--- src/hw/issue_pkg.sv ---
// ==========================================================================
// shared widths, depths and types of the issue subsystem
// depths are fixed here; RS_DEPTH must stay a power of two so the
// queue pointers wrap without extra logic
// ==========================================================================
`default_nettype none

package issue_pkg;

  // physical register file geometry
  localparam int PREG_NUM = 16;
  localparam int PREG_W   = 4;
  localparam int DATA_W   = 16;

  // reservation station geometry
  localparam int RS_DEPTH = 4;
  localparam int RS_PTR_W = 2;
  // one extra bit so a full queue is distinct from an empty one
  localparam int RS_CNT_W = 3;

  typedef logic [PREG_W-1:0]   preg_t;
  typedef logic [DATA_W-1:0]   data_t;
  typedef logic [RS_PTR_W-1:0] rs_ptr_t;
  typedef logic [RS_CNT_W-1:0] rs_cnt_t;

  // alu operations
  // OP_ADDI takes the immediate in place of source 1
  typedef enum logic [2:0] {
    OP_ADD  = 3'd0,
    OP_SUB  = 3'd1,
    OP_AND  = 3'd2,
    OP_XOR  = 3'd3,
    OP_ADDI = 3'd4
  } alu_op_e;

endpackage : issue_pkg

`default_nettype wire

--- src/hw/alu_pipe.sv ---
// ==========================================================================
// two-stage alu, fully pipelined, never stalls
// stage 1 latches operands, stage 2 latches the result
// arithmetic wraps modulo 2^DATA_W
// ==========================================================================
`timescale 1ns/1ps
`default_nettype none

module alu_pipe import issue_pkg::*; (
  input  logic    clk,
  input  logic    rst_n,
  // issued instruction and its operands
  input  logic    iss_valid_i,
  input  alu_op_e iss_op_i,
  input  preg_t   iss_pdest_i,
  input  data_t   iss_imm_i,
  input  data_t   src0_data_i,
  input  data_t   src1_data_i,
  // writeback broadcast
  output logic    wb_valid_o,
  output preg_t   wb_pdest_o,
  output data_t   wb_data_o
);

  // stage 1
  logic    s1_valid_q;
  alu_op_e s1_op_q;
  preg_t   s1_pdest_q;
  data_t   s1_a_q;
  data_t   s1_b_q;
  // stage 2
  logic    s2_valid_q;
  preg_t   s2_pdest_q;
  data_t   s2_data_q;
  data_t   alu_res;

  // valid bits of both stages
  always_ff @(posedge clk or negedge rst_n) begin
    if (!rst_n) begin
      s1_valid_q <= 1'b0;
      s2_valid_q <= 1'b0;
    end else begin
      s1_valid_q <= iss_valid_i;
      s2_valid_q <= s1_valid_q;
    end
  end

  // addi swaps the immediate in for source 1
  always_ff @(posedge clk) begin
    s1_op_q    <= iss_op_i;
    s1_pdest_q <= iss_pdest_i;
    s1_a_q     <= src0_data_i;
    s1_b_q     <= (iss_op_i == OP_ADDI) ? iss_imm_i : src1_data_i;
  end

  always_comb begin
    case (s1_op_q)
      OP_SUB:  alu_res = s1_a_q - s1_b_q;
      OP_AND:  alu_res = s1_a_q & s1_b_q;
      OP_XOR:  alu_res = s1_a_q ^ s1_b_q;
      // add and addi share the adder
      default: alu_res = s1_a_q + s1_b_q;
    endcase
  end

  always_ff @(posedge clk) begin
    s2_pdest_q <= s1_pdest_q;
    s2_data_q  <= alu_res;
  end

  assign wb_valid_o = s2_valid_q;
  assign wb_pdest_o = s2_pdest_q;
  assign wb_data_o  = s2_data_q;

endmodule : alu_pipe

`default_nettype wire

--- src/hw/issue_core_top.sv ---
// ==========================================================================
// issue subsystem top: scoreboard, in-order station, register file, alu
// caller owns tag allocation and must not reuse a tag still in flight
// ==========================================================================
`timescale 1ns/1ps
`default_nettype none

module issue_core_top import issue_pkg::*; (
  input  logic    clk,
  input  logic    rst_n,
  // dispatch port
  input  logic    disp_valid_i,
  input  alu_op_e disp_op_i,
  input  preg_t   disp_psrc0_i,
  input  preg_t   disp_psrc1_i,
  input  preg_t   disp_pdest_i,
  input  data_t   disp_imm_i,
  output logic    disp_ready_o,
  // writeback, also the wakeup bus
  output logic    wb_valid_o,
  output preg_t   wb_pdest_o,
  output data_t   wb_data_o
);

  // scoreboard lookup
  logic    src0_rdy;
  logic    src1_rdy;
  // issue bus
  logic    iss_valid;
  alu_op_e iss_op;
  preg_t   iss_psrc0;
  preg_t   iss_psrc1;
  preg_t   iss_pdest;
  data_t   iss_imm;
  // operand read
  data_t   rd0_data;
  data_t   rd1_data;

  prf_scoreboard prf_scoreboard_inst (
    .clk          (clk),
    .rst_n        (rst_n),
    .disp_valid_i (disp_valid_i),
    .disp_ready_i (disp_ready_o),
    .disp_pdest_i (disp_pdest_i),
    .disp_psrc0_i (disp_psrc0_i),
    .disp_psrc1_i (disp_psrc1_i),
    .wb_valid_i   (wb_valid_o),
    .wb_pdest_i   (wb_pdest_o),
    .src0_rdy_o   (src0_rdy),
    .src1_rdy_o   (src1_rdy)
  );

  order_rs order_rs_inst (
    .clk          (clk),
    .rst_n        (rst_n),
    .disp_valid_i (disp_valid_i),
    .disp_op_i    (disp_op_i),
    .disp_psrc0_i (disp_psrc0_i),
    .disp_psrc1_i (disp_psrc1_i),
    .disp_pdest_i (disp_pdest_i),
    .disp_imm_i   (disp_imm_i),
    .disp_ready_o (disp_ready_o),
    .src0_rdy_i   (src0_rdy),
    .src1_rdy_i   (src1_rdy),
    .wb_valid_i   (wb_valid_o),
    .wb_pdest_i   (wb_pdest_o),
    .iss_valid_o  (iss_valid),
    .iss_op_o     (iss_op),
    .iss_psrc0_o  (iss_psrc0),
    .iss_psrc1_o  (iss_psrc1),
    .iss_pdest_o  (iss_pdest),
    .iss_imm_o    (iss_imm)
  );

  phys_regfile phys_regfile_inst (
    .clk        (clk),
    .rst_n      (rst_n),
    .rd0_addr_i (iss_psrc0),
    .rd1_addr_i (iss_psrc1),
    .rd0_data_o (rd0_data),
    .rd1_data_o (rd1_data),
    .wr_en_i    (wb_valid_o),
    .wr_addr_i  (wb_pdest_o),
    .wr_data_i  (wb_data_o)
  );

  alu_pipe alu_pipe_inst (
    .clk         (clk),
    .rst_n       (rst_n),
    .iss_valid_i (iss_valid),
    .iss_op_i    (iss_op),
    .iss_pdest_i (iss_pdest),
    .iss_imm_i   (iss_imm),
    .src0_data_i (rd0_data),
    .src1_data_i (rd1_data),
    .wb_valid_o  (wb_valid_o),
    .wb_pdest_o  (wb_pdest_o),
    .wb_data_o   (wb_data_o)
  );

endmodule : issue_core_top

`default_nettype wire

--- src/hw/order_rs.sv ---
// ==========================================================================
// in-order reservation station, RS_DEPTH entries in a circular queue
// only the head may issue; a blocked head stalls everything behind it
// one wakeup port; issue has no ready since the alu never stalls
// ==========================================================================
`timescale 1ns/1ps
`default_nettype none

module order_rs import issue_pkg::*; (
  input  logic    clk,
  input  logic    rst_n,
  // dispatch
  input  logic    disp_valid_i,
  input  alu_op_e disp_op_i,
  input  preg_t   disp_psrc0_i,
  input  preg_t   disp_psrc1_i,
  input  preg_t   disp_pdest_i,
  input  data_t   disp_imm_i,
  output logic    disp_ready_o,
  // operand state from the scoreboard
  input  logic    src0_rdy_i,
  input  logic    src1_rdy_i,
  // wakeup
  input  logic    wb_valid_i,
  input  preg_t   wb_pdest_i,
  // issue
  output logic    iss_valid_o,
  output alu_op_e iss_op_o,
  output preg_t   iss_psrc0_o,
  output preg_t   iss_psrc1_o,
  output preg_t   iss_pdest_o,
  output data_t   iss_imm_o
);

  // ========================================================================
  // queue storage
  // ========================================================================
  // control flags per entry
  logic    ent_valid_q [RS_DEPTH];
  logic    ent_rdy0_q  [RS_DEPTH];
  logic    ent_rdy1_q  [RS_DEPTH];
  // payload per entry
  alu_op_e ent_op_q    [RS_DEPTH];
  preg_t   ent_psrc0_q [RS_DEPTH];
  preg_t   ent_psrc1_q [RS_DEPTH];
  preg_t   ent_pdest_q [RS_DEPTH];
  data_t   ent_imm_q   [RS_DEPTH];

  rs_ptr_t rd_ptr_q;
  rs_ptr_t wr_ptr_q;
  rs_cnt_t cnt_q;
  logic    full;
  logic    push;
  logic    pop;

  assign full         = (cnt_q == rs_cnt_t'(RS_DEPTH));
  assign disp_ready_o = ~full;
  assign push         = disp_valid_i & ~full;
  assign pop          = iss_valid_o;

  // head issues once both operands are present
  assign iss_valid_o = ent_valid_q[rd_ptr_q] & ent_rdy0_q[rd_ptr_q] & ent_rdy1_q[rd_ptr_q];
  assign iss_op_o    = ent_op_q[rd_ptr_q];
  assign iss_psrc0_o = ent_psrc0_q[rd_ptr_q];
  assign iss_psrc1_o = ent_psrc1_q[rd_ptr_q];
  assign iss_pdest_o = ent_pdest_q[rd_ptr_q];
  assign iss_imm_o   = ent_imm_q[rd_ptr_q];

  // ========================================================================
  // pointers and occupancy
  // ========================================================================
  always_ff @(posedge clk or negedge rst_n) begin
    if (!rst_n) begin
      rd_ptr_q <= '0;
      wr_ptr_q <= '0;
      cnt_q    <= '0;
    end else begin
      if (push) begin
        wr_ptr_q <= wr_ptr_q + rs_ptr_t'(1);
      end
      if (pop) begin
        rd_ptr_q <= rd_ptr_q + rs_ptr_t'(1);
      end
      // push and pop together leave the count alone
      if (push && !pop) begin
        cnt_q <= cnt_q + rs_cnt_t'(1);
      end else if (pop && !push) begin
        cnt_q <= cnt_q - rs_cnt_t'(1);
      end
    end
  end

  // ========================================================================
  // entry flags for wakeup, free on issue and fill on push
  // ========================================================================
  always_ff @(posedge clk or negedge rst_n) begin
    if (!rst_n) begin
      for (int i = 0; i < RS_DEPTH; i++) begin
        ent_valid_q[i] <= 1'b0;
        ent_rdy0_q[i]  <= 1'b0;
        ent_rdy1_q[i]  <= 1'b0;
      end
    end else begin
      for (int i = 0; i < RS_DEPTH; i++) begin
        // tag match against the broadcast
        if (wb_valid_i && ent_valid_q[i]) begin
          if (ent_psrc0_q[i] == wb_pdest_i) begin
            ent_rdy0_q[i] <= 1'b1;
          end
          if (ent_psrc1_q[i] == wb_pdest_i) begin
            ent_rdy1_q[i] <= 1'b1;
          end
        end
        if (pop && (rd_ptr_q == rs_ptr_t'(i))) begin
          ent_valid_q[i] <= 1'b0;
        end
        // a push never lands on an occupied head since the queue is not full
        if (push && (wr_ptr_q == rs_ptr_t'(i))) begin
          ent_valid_q[i] <= 1'b1;
          ent_rdy0_q[i]  <= src0_rdy_i;
          // addi has no second register source
          ent_rdy1_q[i]  <= src1_rdy_i | (disp_op_i == OP_ADDI);
        end
      end
    end
  end

  // payload written on push only
  always_ff @(posedge clk) begin
    if (push) begin
      ent_op_q[wr_ptr_q]    <= disp_op_i;
      ent_psrc0_q[wr_ptr_q] <= disp_psrc0_i;
      ent_psrc1_q[wr_ptr_q] <= disp_psrc1_i;
      ent_pdest_q[wr_ptr_q] <= disp_pdest_i;
      ent_imm_q[wr_ptr_q]   <= disp_imm_i;
    end
  end

  a_cnt_bound : assert property (@(posedge clk) disable iff (!rst_n)
    cnt_q <= rs_cnt_t'(RS_DEPTH));

  // head valid flag must agree with the counter
  a_no_issue_empty : assert property (@(posedge clk) disable iff (!rst_n)
    iss_valid_o |-> (cnt_q != '0));

endmodule : order_rs

`default_nettype wire

--- src/hw/phys_regfile.sv ---
// ==========================================================================
// physical register file, PREG_NUM words, all zero after reset
// reads are combinational and see the old value during a write;
// wakeup already delays any consumer past the write edge
// ==========================================================================
`timescale 1ns/1ps
`default_nettype none

module phys_regfile import issue_pkg::*; (
  input  logic  clk,
  input  logic  rst_n,
  // read ports, addressed by the issue tags
  input  preg_t rd0_addr_i,
  input  preg_t rd1_addr_i,
  output data_t rd0_data_o,
  output data_t rd1_data_o,
  // write port, from the writeback
  input  logic  wr_en_i,
  input  preg_t wr_addr_i,
  input  data_t wr_data_i
);

  data_t regs_q [PREG_NUM];

  // async reads
  assign rd0_data_o = regs_q[rd0_addr_i];
  assign rd1_data_o = regs_q[rd1_addr_i];

  always_ff @(posedge clk or negedge rst_n) begin
    if (!rst_n) begin
      for (int i = 0; i < PREG_NUM; i++) begin
        regs_q[i] <= '0;
      end
    end else if (wr_en_i) begin
      regs_q[wr_addr_i] <= wr_data_i;
    end
  end

endmodule : phys_regfile

`default_nettype wire

--- src/hw/prf_scoreboard.sv ---
// ==========================================================================
// one ready bit per physical register, all set out of reset
// lookup bypasses a same-cycle writeback; writeback wins over a dispatch
// clear of the same tag
// ==========================================================================
`timescale 1ns/1ps
`default_nettype none

module prf_scoreboard import issue_pkg::*; (
  input  logic  clk,
  input  logic  rst_n,
  // dispatch side
  input  logic  disp_valid_i,
  input  logic  disp_ready_i,
  input  preg_t disp_pdest_i,
  input  preg_t disp_psrc0_i,
  input  preg_t disp_psrc1_i,
  // writeback broadcast
  input  logic  wb_valid_i,
  input  preg_t wb_pdest_i,
  // lookup result
  output logic  src0_rdy_o,
  output logic  src1_rdy_o
);

  logic [PREG_NUM-1:0] rdy_q;
  logic                disp_acc;

  // handshake seen at the dispatch port
  assign disp_acc = disp_valid_i & disp_ready_i;

  // lookup with bypass of the writeback in flight this cycle
  assign src0_rdy_o = rdy_q[disp_psrc0_i] | (wb_valid_i & (wb_pdest_i == disp_psrc0_i));
  assign src1_rdy_o = rdy_q[disp_psrc1_i] | (wb_valid_i & (wb_pdest_i == disp_psrc1_i));

  always_ff @(posedge clk or negedge rst_n) begin
    if (!rst_n) begin
      rdy_q <= '1;
    end else begin
      // new producer leaves its value pending
      if (disp_acc) begin
        rdy_q[disp_pdest_i] <= 1'b0;
      end
      // later assignment lets writeback win
      if (wb_valid_i) begin
        rdy_q[wb_pdest_i] <= 1'b1;
      end
    end
  end

  // a destination tag is only handed out once its old value has landed
  a_no_pending_dest : assert property (@(posedge clk) disable iff (!rst_n)
    disp_acc |-> (rdy_q[disp_pdest_i] | (wb_valid_i & (wb_pdest_i == disp_pdest_i))));

endmodule : prf_scoreboard

`default_nettype wire

--- config.mk ---
export PLATFORM = sky130hd
export DESIGN_NAME = issue_core_top
export DESIGN_NICKNAME = d
export VERILOG_FILES = /design/src/hw/issue_pkg.sv /design/src/hw/alu_pipe.sv /design/src/hw/issue_core_top.sv /design/src/hw/order_rs.sv /design/src/hw/phys_regfile.sv /design/src/hw/prf_scoreboard.sv
export SDC_FILE = /design/constraint.sdc
export NUM_CORES = 1
export LEC_CHECK = 0
export BUFFER_PORTS_ARGS = -buffer_cell sky130_fd_sc_hd__buf_2
export CAP_MARGIN = 5
export CORE_UTILIZATION = 55
export DETAILED_ROUTE_END_ITERATION = 16
export HOLD_SLACK_MARGIN = 0.06
export PLACE_DENSITY = 0.74
export SETUP_SLACK_MARGIN = 0.3
export SYNTH_ARGS = -nofsm -noshare
export SYNTH_HDL_FRONTEND = slang
export SYNTH_SLANG_ARGS = --single-unit
--- constraint.sdc ---
create_clock -name clk -period 6 [get_ports clk]
set_clock_uncertainty 0.05 [all_clocks]
set_input_delay 0 -clock clk [delete_from_list [all_inputs] [get_ports clk]]
set_output_delay 0 -clock clk [all_outputs]
set_load 0.02 [all_outputs]
==> results of run 1 <==
## cells by family after synthesis
family / synth area share [%]
XOR/XNOR: 2.64
AO/OA/AOI/OAI: 5.70
adder cells (fa/ha/maj): 2.35
flip-flops: 52.1
buffers and inverters: 2.52
AND/OR/NAND/NOR: 5.00
multiplexers: 29.7
## how the worst max path moves through the flow
stage | endpoint | cells past startpoint
2_1_floorplan | alu_pipe_inst.wb_data_o[15] | 11
3_3_place_gp | alu_pipe_inst.s1_a_q[13] | 7
3_5_place_dp | alu_pipe_inst.s1_a_q[13] | 7
4_1_cts | alu_pipe_inst.s1_a_q[0] | 7
5_1_grt | alu_pipe_inst.s1_b_q[11] | 6
6_report | alu_pipe_inst.s1_b_q[11] | 7
## timing repair
item | CTS | global route
hold buffers | 35 | 0
endpoints found under the hold margin | 227 | 0
resized for setup | 0 | 0
## Yosys cell counts (18+ instances only)
| master | instances | area share, % |
|---|---|---|
| mux2i_1 | 120 | 5.1 |
| nor2_1 | 22 | 0.35 |
| ha_1 | 41 | 2.2 |
| edfxtp_1 | 124 | 16 |
| mux2_2 | 307 | 15 |
| dfrtp_1 | 277 | 29 |
| xor2_1 | 47 | 1.8 |
| nand3_1 | 37 | 0.79 |
| mux4_2 | 103 | 9.9 |
| clkbuf_1 | 79 | 1.3 |
| inv_1 | 20 | 0.32 |
| a21oi_1 | 18 | 0.38 |
| dfxtp_1 | 59 | 5.0 |
| o21ai_0 | 51 | 1.1 |
| xnor2_1 | 24 | 0.89 |
| nand2_1 | 127 | 2.0 |
| buf_2 | 24 | 0.51 |
## cells in the final DEF (no fill, tap or decap), types with 16 or more instances in the layout
| master | synthesis | routed |
|---|---|---|
| clkbuf_16 | 0 | 49 |
| o22ai_1 | 16 | 16 |
| a221o_1 | 16 | 16 |
| mux4_2 | 103 | 102 |
| xor2_1 | 47 | 47 |
| a221oi_1 | 16 | 16 |
| nand2_1 | 127 | 127 |
| mux2_2 | 307 | 307 |
| inv_1 | 20 | 20 |
| a32o_1 | 16 | 16 |
| dfrtp_1 | 277 | 276 |
| dfxtp_1 | 59 | 59 |
| buf_4 | 5 | 32 |
| mux2i_1 | 120 | 118 |
| o21ai_0 | 51 | 51 |
| dfstp_2 | 16 | 16 |
| nand3_1 | 37 | 37 |
| xnor2_1 | 24 | 24 |
| ha_1 | 41 | 41 |
| edfxtp_1 | 124 | 124 |
| dlygate4sd3_1 | 0 | 34 |
| a21oi_1 | 18 | 18 |
| buf_2 | 24 | 54 |
## cell type report
| class | count | area share, % |
|---|---|---|
| multi-input cells | 1083 | 40.7 |
| inverters | 20 | 0.284 |
| clock inverters | 23 | 1.46 |
| clock buffers | 67 | 5.05 |
| well taps | 539 | 2.56 |
| repair buffers | 123 | 3.46 |
| flip-flops and latches | 476 | 46.5 |
## routing by layer
| layer | vias up | track usage, % | part of all wire, % |
|---|---|---|---|
| li1 | 6515 | - | - |
| met1 | 7932 | 42.6 | 42 |
| met2 | 768 | 45.9 | 46 |
| met3 | 166 | 5.08 | 8.7 |
| met4 | 2 | 12.5 | 4.0 |
| met5 | - | 0 | 0.022 |
## per-stage QoR
| stage | utilization, % | cell area [sq um] | instances | worst slack (ns) | power, uW |
|---|---|---|---|---|---|
| after CTS | 62.8 | 26400 | 2331 | 2.53 | 16800 |
| after detailed placement | 57.8 | 24300 | 2206 | 2.52 | 13500 |
| after global routing | 62.8 | 26400 | 2331 | 2.33 | 17800 |
| after floorplan | - | 23500 | 1700 | 2.94 | 11300 |
| final | 62.8 | 26400 | 2331 | 2.47 | 16900 |
| after global placement | 57.8 | 24300 | 2206 | 2.59 | 13300 |
## registers in the layout, summed over array words and instances (netlist names)
| name | count |
|---|---|
| phys_regfile_inst.regs_q | 256 |
| order_rs_inst.rd_ptr_q | 2 |
| alu_pipe_inst.wb_pdest_o | 4 |
| alu_pipe_inst.s1_op_q | 3 |
| order_rs_inst.ent_rdy1_q | 4 |
| alu_pipe_inst.wb_data_o | 16 |
| order_rs_inst.cnt_q | 3 |
| order_rs_inst.ent_psrc1_q | 16 |
| order_rs_inst.ent_psrc0_q | 16 |
| alu_pipe_inst.s1_a_q | 16 |
| order_rs_inst.ent_pdest_q | 16 |
| alu_pipe_inst.s1_b_q | 16 |
| order_rs_inst.ent_imm_q | 64 |
| order_rs_inst.ent_op_q | 12 |
| alu_pipe_inst.s1_valid_q | 1 |
| prf_scoreboard_inst.rdy_q | 16 |
| alu_pipe_inst.s1_pdest_q | 4 |
| order_rs_inst.ent_rdy0_q | 4 |
| order_rs_inst.wr_ptr_q | 2 |
| order_rs_inst.ent_valid_q | 4 |
| alu_pipe_inst.wb_valid_o | 1 |
## report_power, final
group	internal, uW	total (uW)	switching (uW)
clock	1950	3270	1310
sequential	4700	6020	1330
combinational	3690	7630	3940
total	10300	16900	6580
==> flow_metrics.tcl, run 1 <==
set metrics [dict create \
    r2r_cells 7 \
    min_path_type "in -> reg" \
    vias 15400 \
    synth_edf_count 124 \
    path_buf_inv 2 \
    die_h_um 209 \
    syn_avg_cell_area_sq_um 13.8 \
    multiInputGateArea_sq_mm 0.0107 \
    ff2ff_setup_slack_ns 2.47 \
    timing.final.crit_share_pct 58.8 \
    hold_viol 0 \
    critPathMaxFanout 23 \
    drive_gt1_share_pct 34.5 \
    startpoint_type "flop" \
    dpl.hpwl_mm 37.7 \
    powerDensity_mw_per_mm2 641 \
    synth_cell_types 60 \
    crit_chain "buf_4, mux2i_2, buf_4, nand2_1, o22ai_1, a221oi_1, a221o_1" \
    antenna_found_initial 2 \
    firstDrtPassIters 5 \
    clock_latency_ns 0.61 \
    grt_max_degree 129 \
    grt_pass1_wl_mm 97.4 \
    drtIter0Drc 1606 \
    clock-sinks 476 \
    area_growth_syn_to_layout_pct 12.2 \
    whs_ns 0.113 \
    n_antenna_cell 0 \
    rsz0062_at_grt "false" \
    tns_ns 0 \
    reg2reg_from "order_rs_inst.rd_ptr_q[0]" \
    ys_seq_area_share_pct 52.1 \
    route.detailed.drc 0 \
    antenna_left 0 \
    drv_cap 0 \
    path_class "reg -> reg" \
    crit_path_top_delay_cell "nand2_1" \
    rr_endpoint "alu_pipe_inst.s1_b_q[11]" \
    required_ns 6.45 \
    final_nets 1829 \
    async_flop_share_pct 61.6 \
    numPortBuffers 55 \
    root_buffer "clkbuf_16" \
    leakage_uw 0.0110 \
    wirelength_mm 63.6 \
    whs_path_depth 2 \
    grt_overflow 0 \
    holdPathEnd "order_rs_inst.ent_imm_q[3][5]" \
    crit_top_cell "buf_4" \
    post_drt_wl_per_cell_um 27.3 \
    syn_inst 1700 \
    ys.warnings.count 0 \
    ios 56 \
    viasPerCell 6.60 \
    syn_area_sq_mm 0.0235 \
    clock_path_buffers 3 \
    grt_pass1_vias 15700 \
    cts_buffers 48 \
    synthFlopType "dfrtp_1" \
    max_freq_mhz 283 \
    grt.total_usage_pct 30.0 \
    post-cts-setup-buffers 0 \
    die_x_um 209 \
    critPathMaxStageDelay_ns 0.75 \
    critPathLaunch "order_rs_inst.rd_ptr_q[0]" \
    hold_start "disp_imm_i[5]" \
    gp_congestion 0.877 \
    fillers 3142 \
    worstMarginPinSlew_ns 1.14 \
    cts_tree "built" \
    period_needed_ns 3.53 \
    rows 75 \
    dieArea_sq_mm 0.0436 \
    finalSetupViolCount 0 \
    cp-end-kind "flop" \
    drv_slew 0 \
    ys_seq_elements 476 \
    coreArea_sq_mm 0.0420 \
    initial_core_util_pct 55.9 \
    synth.net_count 1777 \
    crit_family "buffers and inverters" \
    clkTransAtPathRegs_ns 0.06 \
    cts-htree-levels 2 \
    arrival_ns 3.98 \
    status "finished, final reports clean" \
    seqCellArea_sq_mm 0.0123 \
    max_slew_margin_pct 24.1 \
    ir_drop_mv 0.645 \
]
Note: power is estimated with default switching activity, not from simulation.
==> run 2, diff against run 1 <==
--- a/config.mk
+++ b/config.mk
@@ -10,7 +10,7 @@
 export CORE_UTILIZATION = 55
 export DETAILED_ROUTE_END_ITERATION = 16
 export HOLD_SLACK_MARGIN = 0.06
-export PLACE_DENSITY = 0.74
+export PLACE_DENSITY = 0.77
 export SETUP_SLACK_MARGIN = 0.3
 export SYNTH_ARGS = -nofsm -noshare
 export SYNTH_HDL_FRONTEND = slang
==> constraint.sdc (replaced) <==
create_clock -name clk -period 3 [get_ports clk]
set_clock_uncertainty 0.05 [all_clocks]
set_input_delay 0 -clock clk [delete_from_list [all_inputs] [get_ports clk]]
set_output_delay 0 -clock clk [all_outputs]
set_load 0.02 [all_outputs]
==> run 2 against run 1 <==
  * Maximum frequency grew 17%
  * Non-clock buffer count grew 76
  * Critical path depth grew 2
  * Critical endpoint is now alu_pipe_inst.wb_data_o[15]
  * Sequential share of layout area shrank 1.9 points
  * Setup slack lost 2.5 ns
  * The flow now finishes with violations (setup timing)
==> flow_metrics.tcl, run 2 (synthesized netlist as in run 1, its figures left out) <==
set metrics [dict create \
    status "finished, violations left" \
    failed_checks "setup timing" \
    ir_drop_mv 0.820 \
    antenna_found_initial 0 \
    period_needed_ns 3.01 \
    clkPwrFrac_pct 18.4 \
    p_comb_share_pct 49.1 \
    startpoint_type "flop" \
    numPortBuffers 55 \
    p_switching_uw 14300 \
    rr_endpoint "alu_pipe_inst.wb_data_o[15]" \
    grt_pass1_vias 16400 \
    clkTransAtPathRegs_ns 0.06 \
    largest-register "phys_regfile_inst.regs_q" \
    swShare_pct 39.2 \
    hold_viol 0 \
    firstDrtPassIters 5 \
    final_common_cell "mux2_2" \
    dieArea_sq_mm 0.0436 \
    worstSetupEndpoint "alu_pipe_inst.wb_data_o[15]" \
    worstMarginPinSlew_ns 1.13 \
    leakage_uw 0.0116 \
    grt_overflow 0 \
    final_cell_mix "mux2_2, dfrtp_1, edfxtp_1" \
    root_buffer "clkbuf_16" \
    fin_util_pct 65.5 \
    crit_path_top_delay_cell "or4_4" \
    rsz0062_at_grt "true" \
    grt_pass1_wl_mm 98.8 \
    clock_latency_ns 0.61 \
    hold_start "disp_imm_i[14]" \
    cts-htree-levels 2 \
    area_growth_syn_to_layout_pct 17.1 \
    top_regs "phys_regfile_inst.regs_q x256, order_rs_inst.ent_imm_q x64" \
    min_path_type "in -> reg" \
    antenna_left 0 \
    drv_cap 0 \
    vias 16000 \
    power_report.internal_total_uw 22200 \
    max_freq_mhz 333 \
    fin_ws_ns -0.00586 \
    finalSetupViolCount 1 \
    crit_chain "or4_4, or4_4, buf_4, o31ai_4, xor2_1, ha_1, a21o_2, or3_1, a31oi_1" \
    dp_slack_ns -0.00473 \
    crit_top_cell "or4_4" \
    ios 56 \
    seqPwrFrac_pct 32.5 \
    die_h_um 209 \
    tns_ns -0.00586 \
    clock_path_buffers 3 \
    largest_register_ffs 256 \
    cp-end-kind "flop" \
    timing.final.crit_share_pct 100 \
    max_slew_margin_pct 24.5 \
    clock-sinks 476 \
    r2r_cells 9 \
    path_class "reg -> reg" \
    critPathMaxStageDelay_ns 0.55 \
    die_x_um 209 \
    drive_gt1_share_pct 39.7 \
    drv_slew 0 \
    required_ns 3.47 \
    rows 75 \
    viasPerCell 6.64 \
    wirelength_mm 66.1 \
    arrival_ns 3.47 \
    powerDensity_mw_per_mm2 1330 \
    gp_congestion 0.896 \
    initial_core_util_pct 55.9 \
    post_drt_wl_per_cell_um 27.4 \
    grt_max_degree 86 \
    cts_buffers 50 \
    route.detailed.drc 0 \
    cts_tree "built" \
    reg2reg_from "alu_pipe_inst.s1_b_q[9]" \
    dpl.hpwl_mm 37.8 \
    drtIter0Drc 1655 \
    critPathMaxFanout 4 \
    ff2ff_setup_slack_ns -0.006 \
    critPathLaunch "alu_pipe_inst.s1_b_q[9]" \
    n_antenna_cell 0 \
    grt.total_usage_pct 30.2 \
    final_nets 1907 \
    coreArea_sq_mm 0.0420 \
]
[run 2: area by class of cell]
type	count	area, sq um
Inverter	20	75.1
Clock buffer	60	1340
Sequential cell	476	12300
Fill cell	2916	14500
Timing Repair Buffer	199	1770
Multi-Input combinational cell	1083	11000
Tap cell	539	674
Clock inverter	34	450
[run 2: layer usage]
metal / share of wire [%] / GRT usage [%]
met1: 40 / 41.2
met2: 47 / 47.7
met3: 8.6 / 5.80
met4: 4.2 / 12.6
met5: 0 / 0
[run 2: metrics by stage]
stage	hold WS (ns)	instance area [sq um]	instances	total power, uW
after global routing	0.106	27500	2411	38100
after detailed placement	0.00237	24800	2254	27700
after floorplan	-0.346	23600	1700	22700
final	0.100	27500	2411	36500
after global placement	-0.00497	24800	2254	27200
after CTS	0.0754	27200	2397	35100
[run 2: what timing repair did]
action,4_1_cts,5_1_grt
buffers inserted,13,10
cloned,2,4
hold buffers,34,0
hold endpoints to repair,427,0
gates resized for setup,18,62
setup endpoints to repair,36,39
pin swaps,10,16
[run 2: worst min path at each step]
stage	to	slack [ns]	depth (start not counted)
finish	order_rs_inst.ent_imm_q[1][14]	0.10	2
global route	order_rs_inst.ent_imm_q[0][0]	0.11	2
CTS	order_rs_inst.ent_imm_q[0][0]	0.08	2
detailed placement	phys_regfile_inst.regs_q[73]	0.002	1
global placement	phys_regfile_inst.regs_q[249]	-0.005	1
floorplan	alu_pipe_inst.s1_valid_q	-0.35	0
[run 2: critical path: cells and delay by family, from the launching register on]
family                   cells  cell delay (ns)
adder cells (fa/ha/maj)      1             0.29
XOR/XNOR                     1             0.21
AO/OA/AOI/OAI                3             0.59
AND/OR/NAND/NOR              3             1.30
buffers and inverters        1             0.17
flip-flops                   1             0.32
[run 2: power by group through the flow]
| stage | logic [uW] | clock network [uW] | registers (uW) |
|---|---|---|---|
| global placement | 15600 | 0 | 11600 |
| floorplan | 11800 | 0 | 10900 |
| finish | 17900 | 6730 | 11900 |
| CTS | 16600 | 6760 | 11700 |
| detailed placement | 16000 | 0 | 11800 |
| global route | 18900 | 7050 | 12100 |
==> run 3, diff against run 2 <==
--- a/config.mk
+++ b/config.mk
@@ -11,7 +11,6 @@
 export DETAILED_ROUTE_END_ITERATION = 16
 export HOLD_SLACK_MARGIN = 0.06
 export PLACE_DENSITY = 0.77
-export SETUP_SLACK_MARGIN = 0.3
 export SYNTH_ARGS = -nofsm -noshare
 export SYNTH_HDL_FRONTEND = slang
 export SYNTH_SLANG_ARGS = --single-unit
==> run 3 against run 2 <==
  * The run still ends with setup timing left
  * Global-route usage shrank 0.45 points
  * Sequential share of layout area grew 0.95 points
  * Maximum frequency grew 0.13%
  * Count of clock-buffer cells in the layout grew 9
  * Clock power shrank 6.5%
  * Register-to-register slack is essentially flat
  * Flip-flop and latch count is the same
  * Design area shrank 2.2%
  * Wire length shrank 4.0%
  * Combinational power shrank 7%
==> flow_metrics.tcl, run 3 (synthesized netlist as in run 1, its figures left out) <==
set metrics [dict create \
    leakage_uw 0.0114 \
    drv_cap 0 \
    arrival_ns 3.46 \
    placed_cell_area_sq_mm 0.0248 \
    cts_buffers 50 \
    swShare_pct 38.8 \
    max_slew_margin_pct 40.3 \
    ir_drop_mv 0.758 \
    post_drt_wl_per_cell_um 26.6 \
    clkPwrFrac_pct 18.1 \
    area_growth_syn_to_layout_pct 14.6 \
    numPortBuffers 55 \
    final_nets 1883 \
    drt-met1-wl_mm 26.1 \
    die_x_um 209 \
    largest_register_ffs 256 \
    clkTransAtPathRegs_ns 0.06 \
    final_area_sq_mm 0.0269 \
    rsz0062_at_grt "true" \
    seqCellArea_sq_mm 0.0123 \
    multiInputGateArea_sq_mm 0.0108 \
    drtIter0Drc 1349 \
    status "finished, violations left" \
    p_comb_share_pct 47.8 \
    required_ns 3.46 \
    clock_path_buffers 3 \
    wl_met2_mm 29.6 \
    rows 75 \
    gp_congestion 0.921 \
    fin_util_pct 64.1 \
    seqPwrFrac_pct 34.0 \
    antenna_left 0 \
    grt_overflow 0 \
    coreArea_sq_mm 0.0420 \
    grt.total_usage_pct 29.7 \
    largest-register "phys_regfile_inst.regs_q" \
    wl_met3_mm 5.29 \
    firstDrtPassIters 6 \
    critPathMaxFanout 4 \
    fillers 3048 \
    min_path_type "in -> async" \
    startpoint_type "flop" \
    timing.final.crit_share_pct 100 \
    wirelength_mm 63.5 \
    cts_tree "built" \
    final_cell_mix "mux2_2, dfrtp_1, nand2_1" \
    final_common_cell "mux2_2" \
    grt_max_degree 82 \
    drive_gt1_share_pct 36.9 \
    clock-sinks 476 \
    fin_ws_ns -0.00183 \
    powerDensity_mw_per_mm2 1290 \
    route.detailed.drc 0 \
    dpl.hpwl_mm 38.6 \
    p_switching_uw 13500 \
    ios 56 \
    grt_pass1_wl_mm 97.2 \
    max_freq_mhz 333 \
    grt_pass1_vias 16400 \
    cts-htree-levels 2 \
    finalPower_uw 34700 \
    viasPerCell 6.50 \
    critPathLaunch "alu_pipe_inst.s1_b_q[6]" \
    reg2reg_from "alu_pipe_inst.s1_b_q[6]" \
    cp-end-kind "flop" \
    clock_latency_ns 0.59 \
    worstMarginPinSlew_ns 0.895 \
    root_buffer "clkbuf_16" \
    n_antenna_cell 0 \
    die_h_um 209 \
    antenna_found_initial 1 \
    dieArea_sq_mm 0.0436 \
    hold_viol 0 \
    initial_core_util_pct 55.9 \
    failed_checks "setup timing" \
    top_regs "phys_regfile_inst.regs_q x256, order_rs_inst.ent_imm_q x64" \
    path_class "reg -> reg" \
    highest_layer "met5" \
    power_report.internal_total_uw 21200 \
    vias 15500 \
    finalSetupViolCount 1 \
    period_needed_ns 3.00 \
    whs_ns 0.115 \
    drv_slew 0 \
]
-- run 3: layer usage --
metal  up-vias  global-route usage, %
li1       6607                      -
met1      8011                   40.4
met2       739                   46.6
met3       154                   6.85
met4         2                   11.9
met5         -                      0
-- run 3: power by group through the flow --
stage | logic [uW] | clock network [uW] | registers [uW]
after global placement | 15800 | 0 | 11600
after detailed placement | 16200 | 0 | 11700
after global routing | 17700 | 6640 | 12100
after floorplan | 11700 | 0 | 10900
after CTS | 16400 | 6370 | 11700
final | 16600 | 6290 | 11800
-- run 3: path summary, 6_finish.rpt --
path / endpoint / depth (start not counted) / slack [ns]
max in group asynchronous: phys_regfile_inst.regs_q[128] / 3 / 2.32
min reg2reg: alu_pipe_inst.wb_pdest_o[2] / 0 / 0.28
min: prf_scoreboard_inst.rdy_q[4] / 2 / 0.11
max: alu_pipe_inst.wb_data_o[15] / 10 / -0.002
max reg2reg: alu_pipe_inst.wb_data_o[15] / 10 / -0.002
min in group clk: order_rs_inst.ent_imm_q[3][15] / 2 / 0.14
-- run 3: repair_timing --
| item | CTS | global route |
|---|---|---|
| hold endpoints to repair | 443 | 0 |
| pin swaps | 2 | 14 |
| setup buffers | 1 | 3 |
| endpoints found under the setup margin | 2 | 6 |
| gates resized for setup | 2 | 10 |
| hold buffers | 34 | 0 |
-- run 3: per-stage QoR --
stage | cells | setup WS [ns] | setup TNS (ns)
floorplan | 1700 | -0.00170 | -0.00170
global placement | 2255 | 0.0245 | 0
detailed placement | 2255 | -0.0791 | -0.0791
CTS | 2383 | -0.0174 | -0.0174
global route | 2386 | -0.0961 | -0.178
finish | 2386 | -0.00183 | -0.00183
-- run 3: final cells by class --
cell class / count / area share, %
Tap cell: 539 / 2.50
Inverter: 20 / 0.279
Multi-Input combinational cell: 1083 / 40.0
Clock inverter: 24 / 1.00
Sequential cell: 476 / 45.5
Clock buffer: 69 / 5.21
Timing Repair Buffer: 175 / 5.53
-- run 3: worst max-delay path: stages (launching register included) --
cell and delay (ns):
dfxtp_2 0.31, or4_4 0.56, or3_4 0.40, o21ai_2 0.12, xor2_1 0.17, ha_1 0.28
a21o_1 0.22, a21o_1 0.16, a21o_2 0.18, or3_1 0.31, a31oi_1 0.17
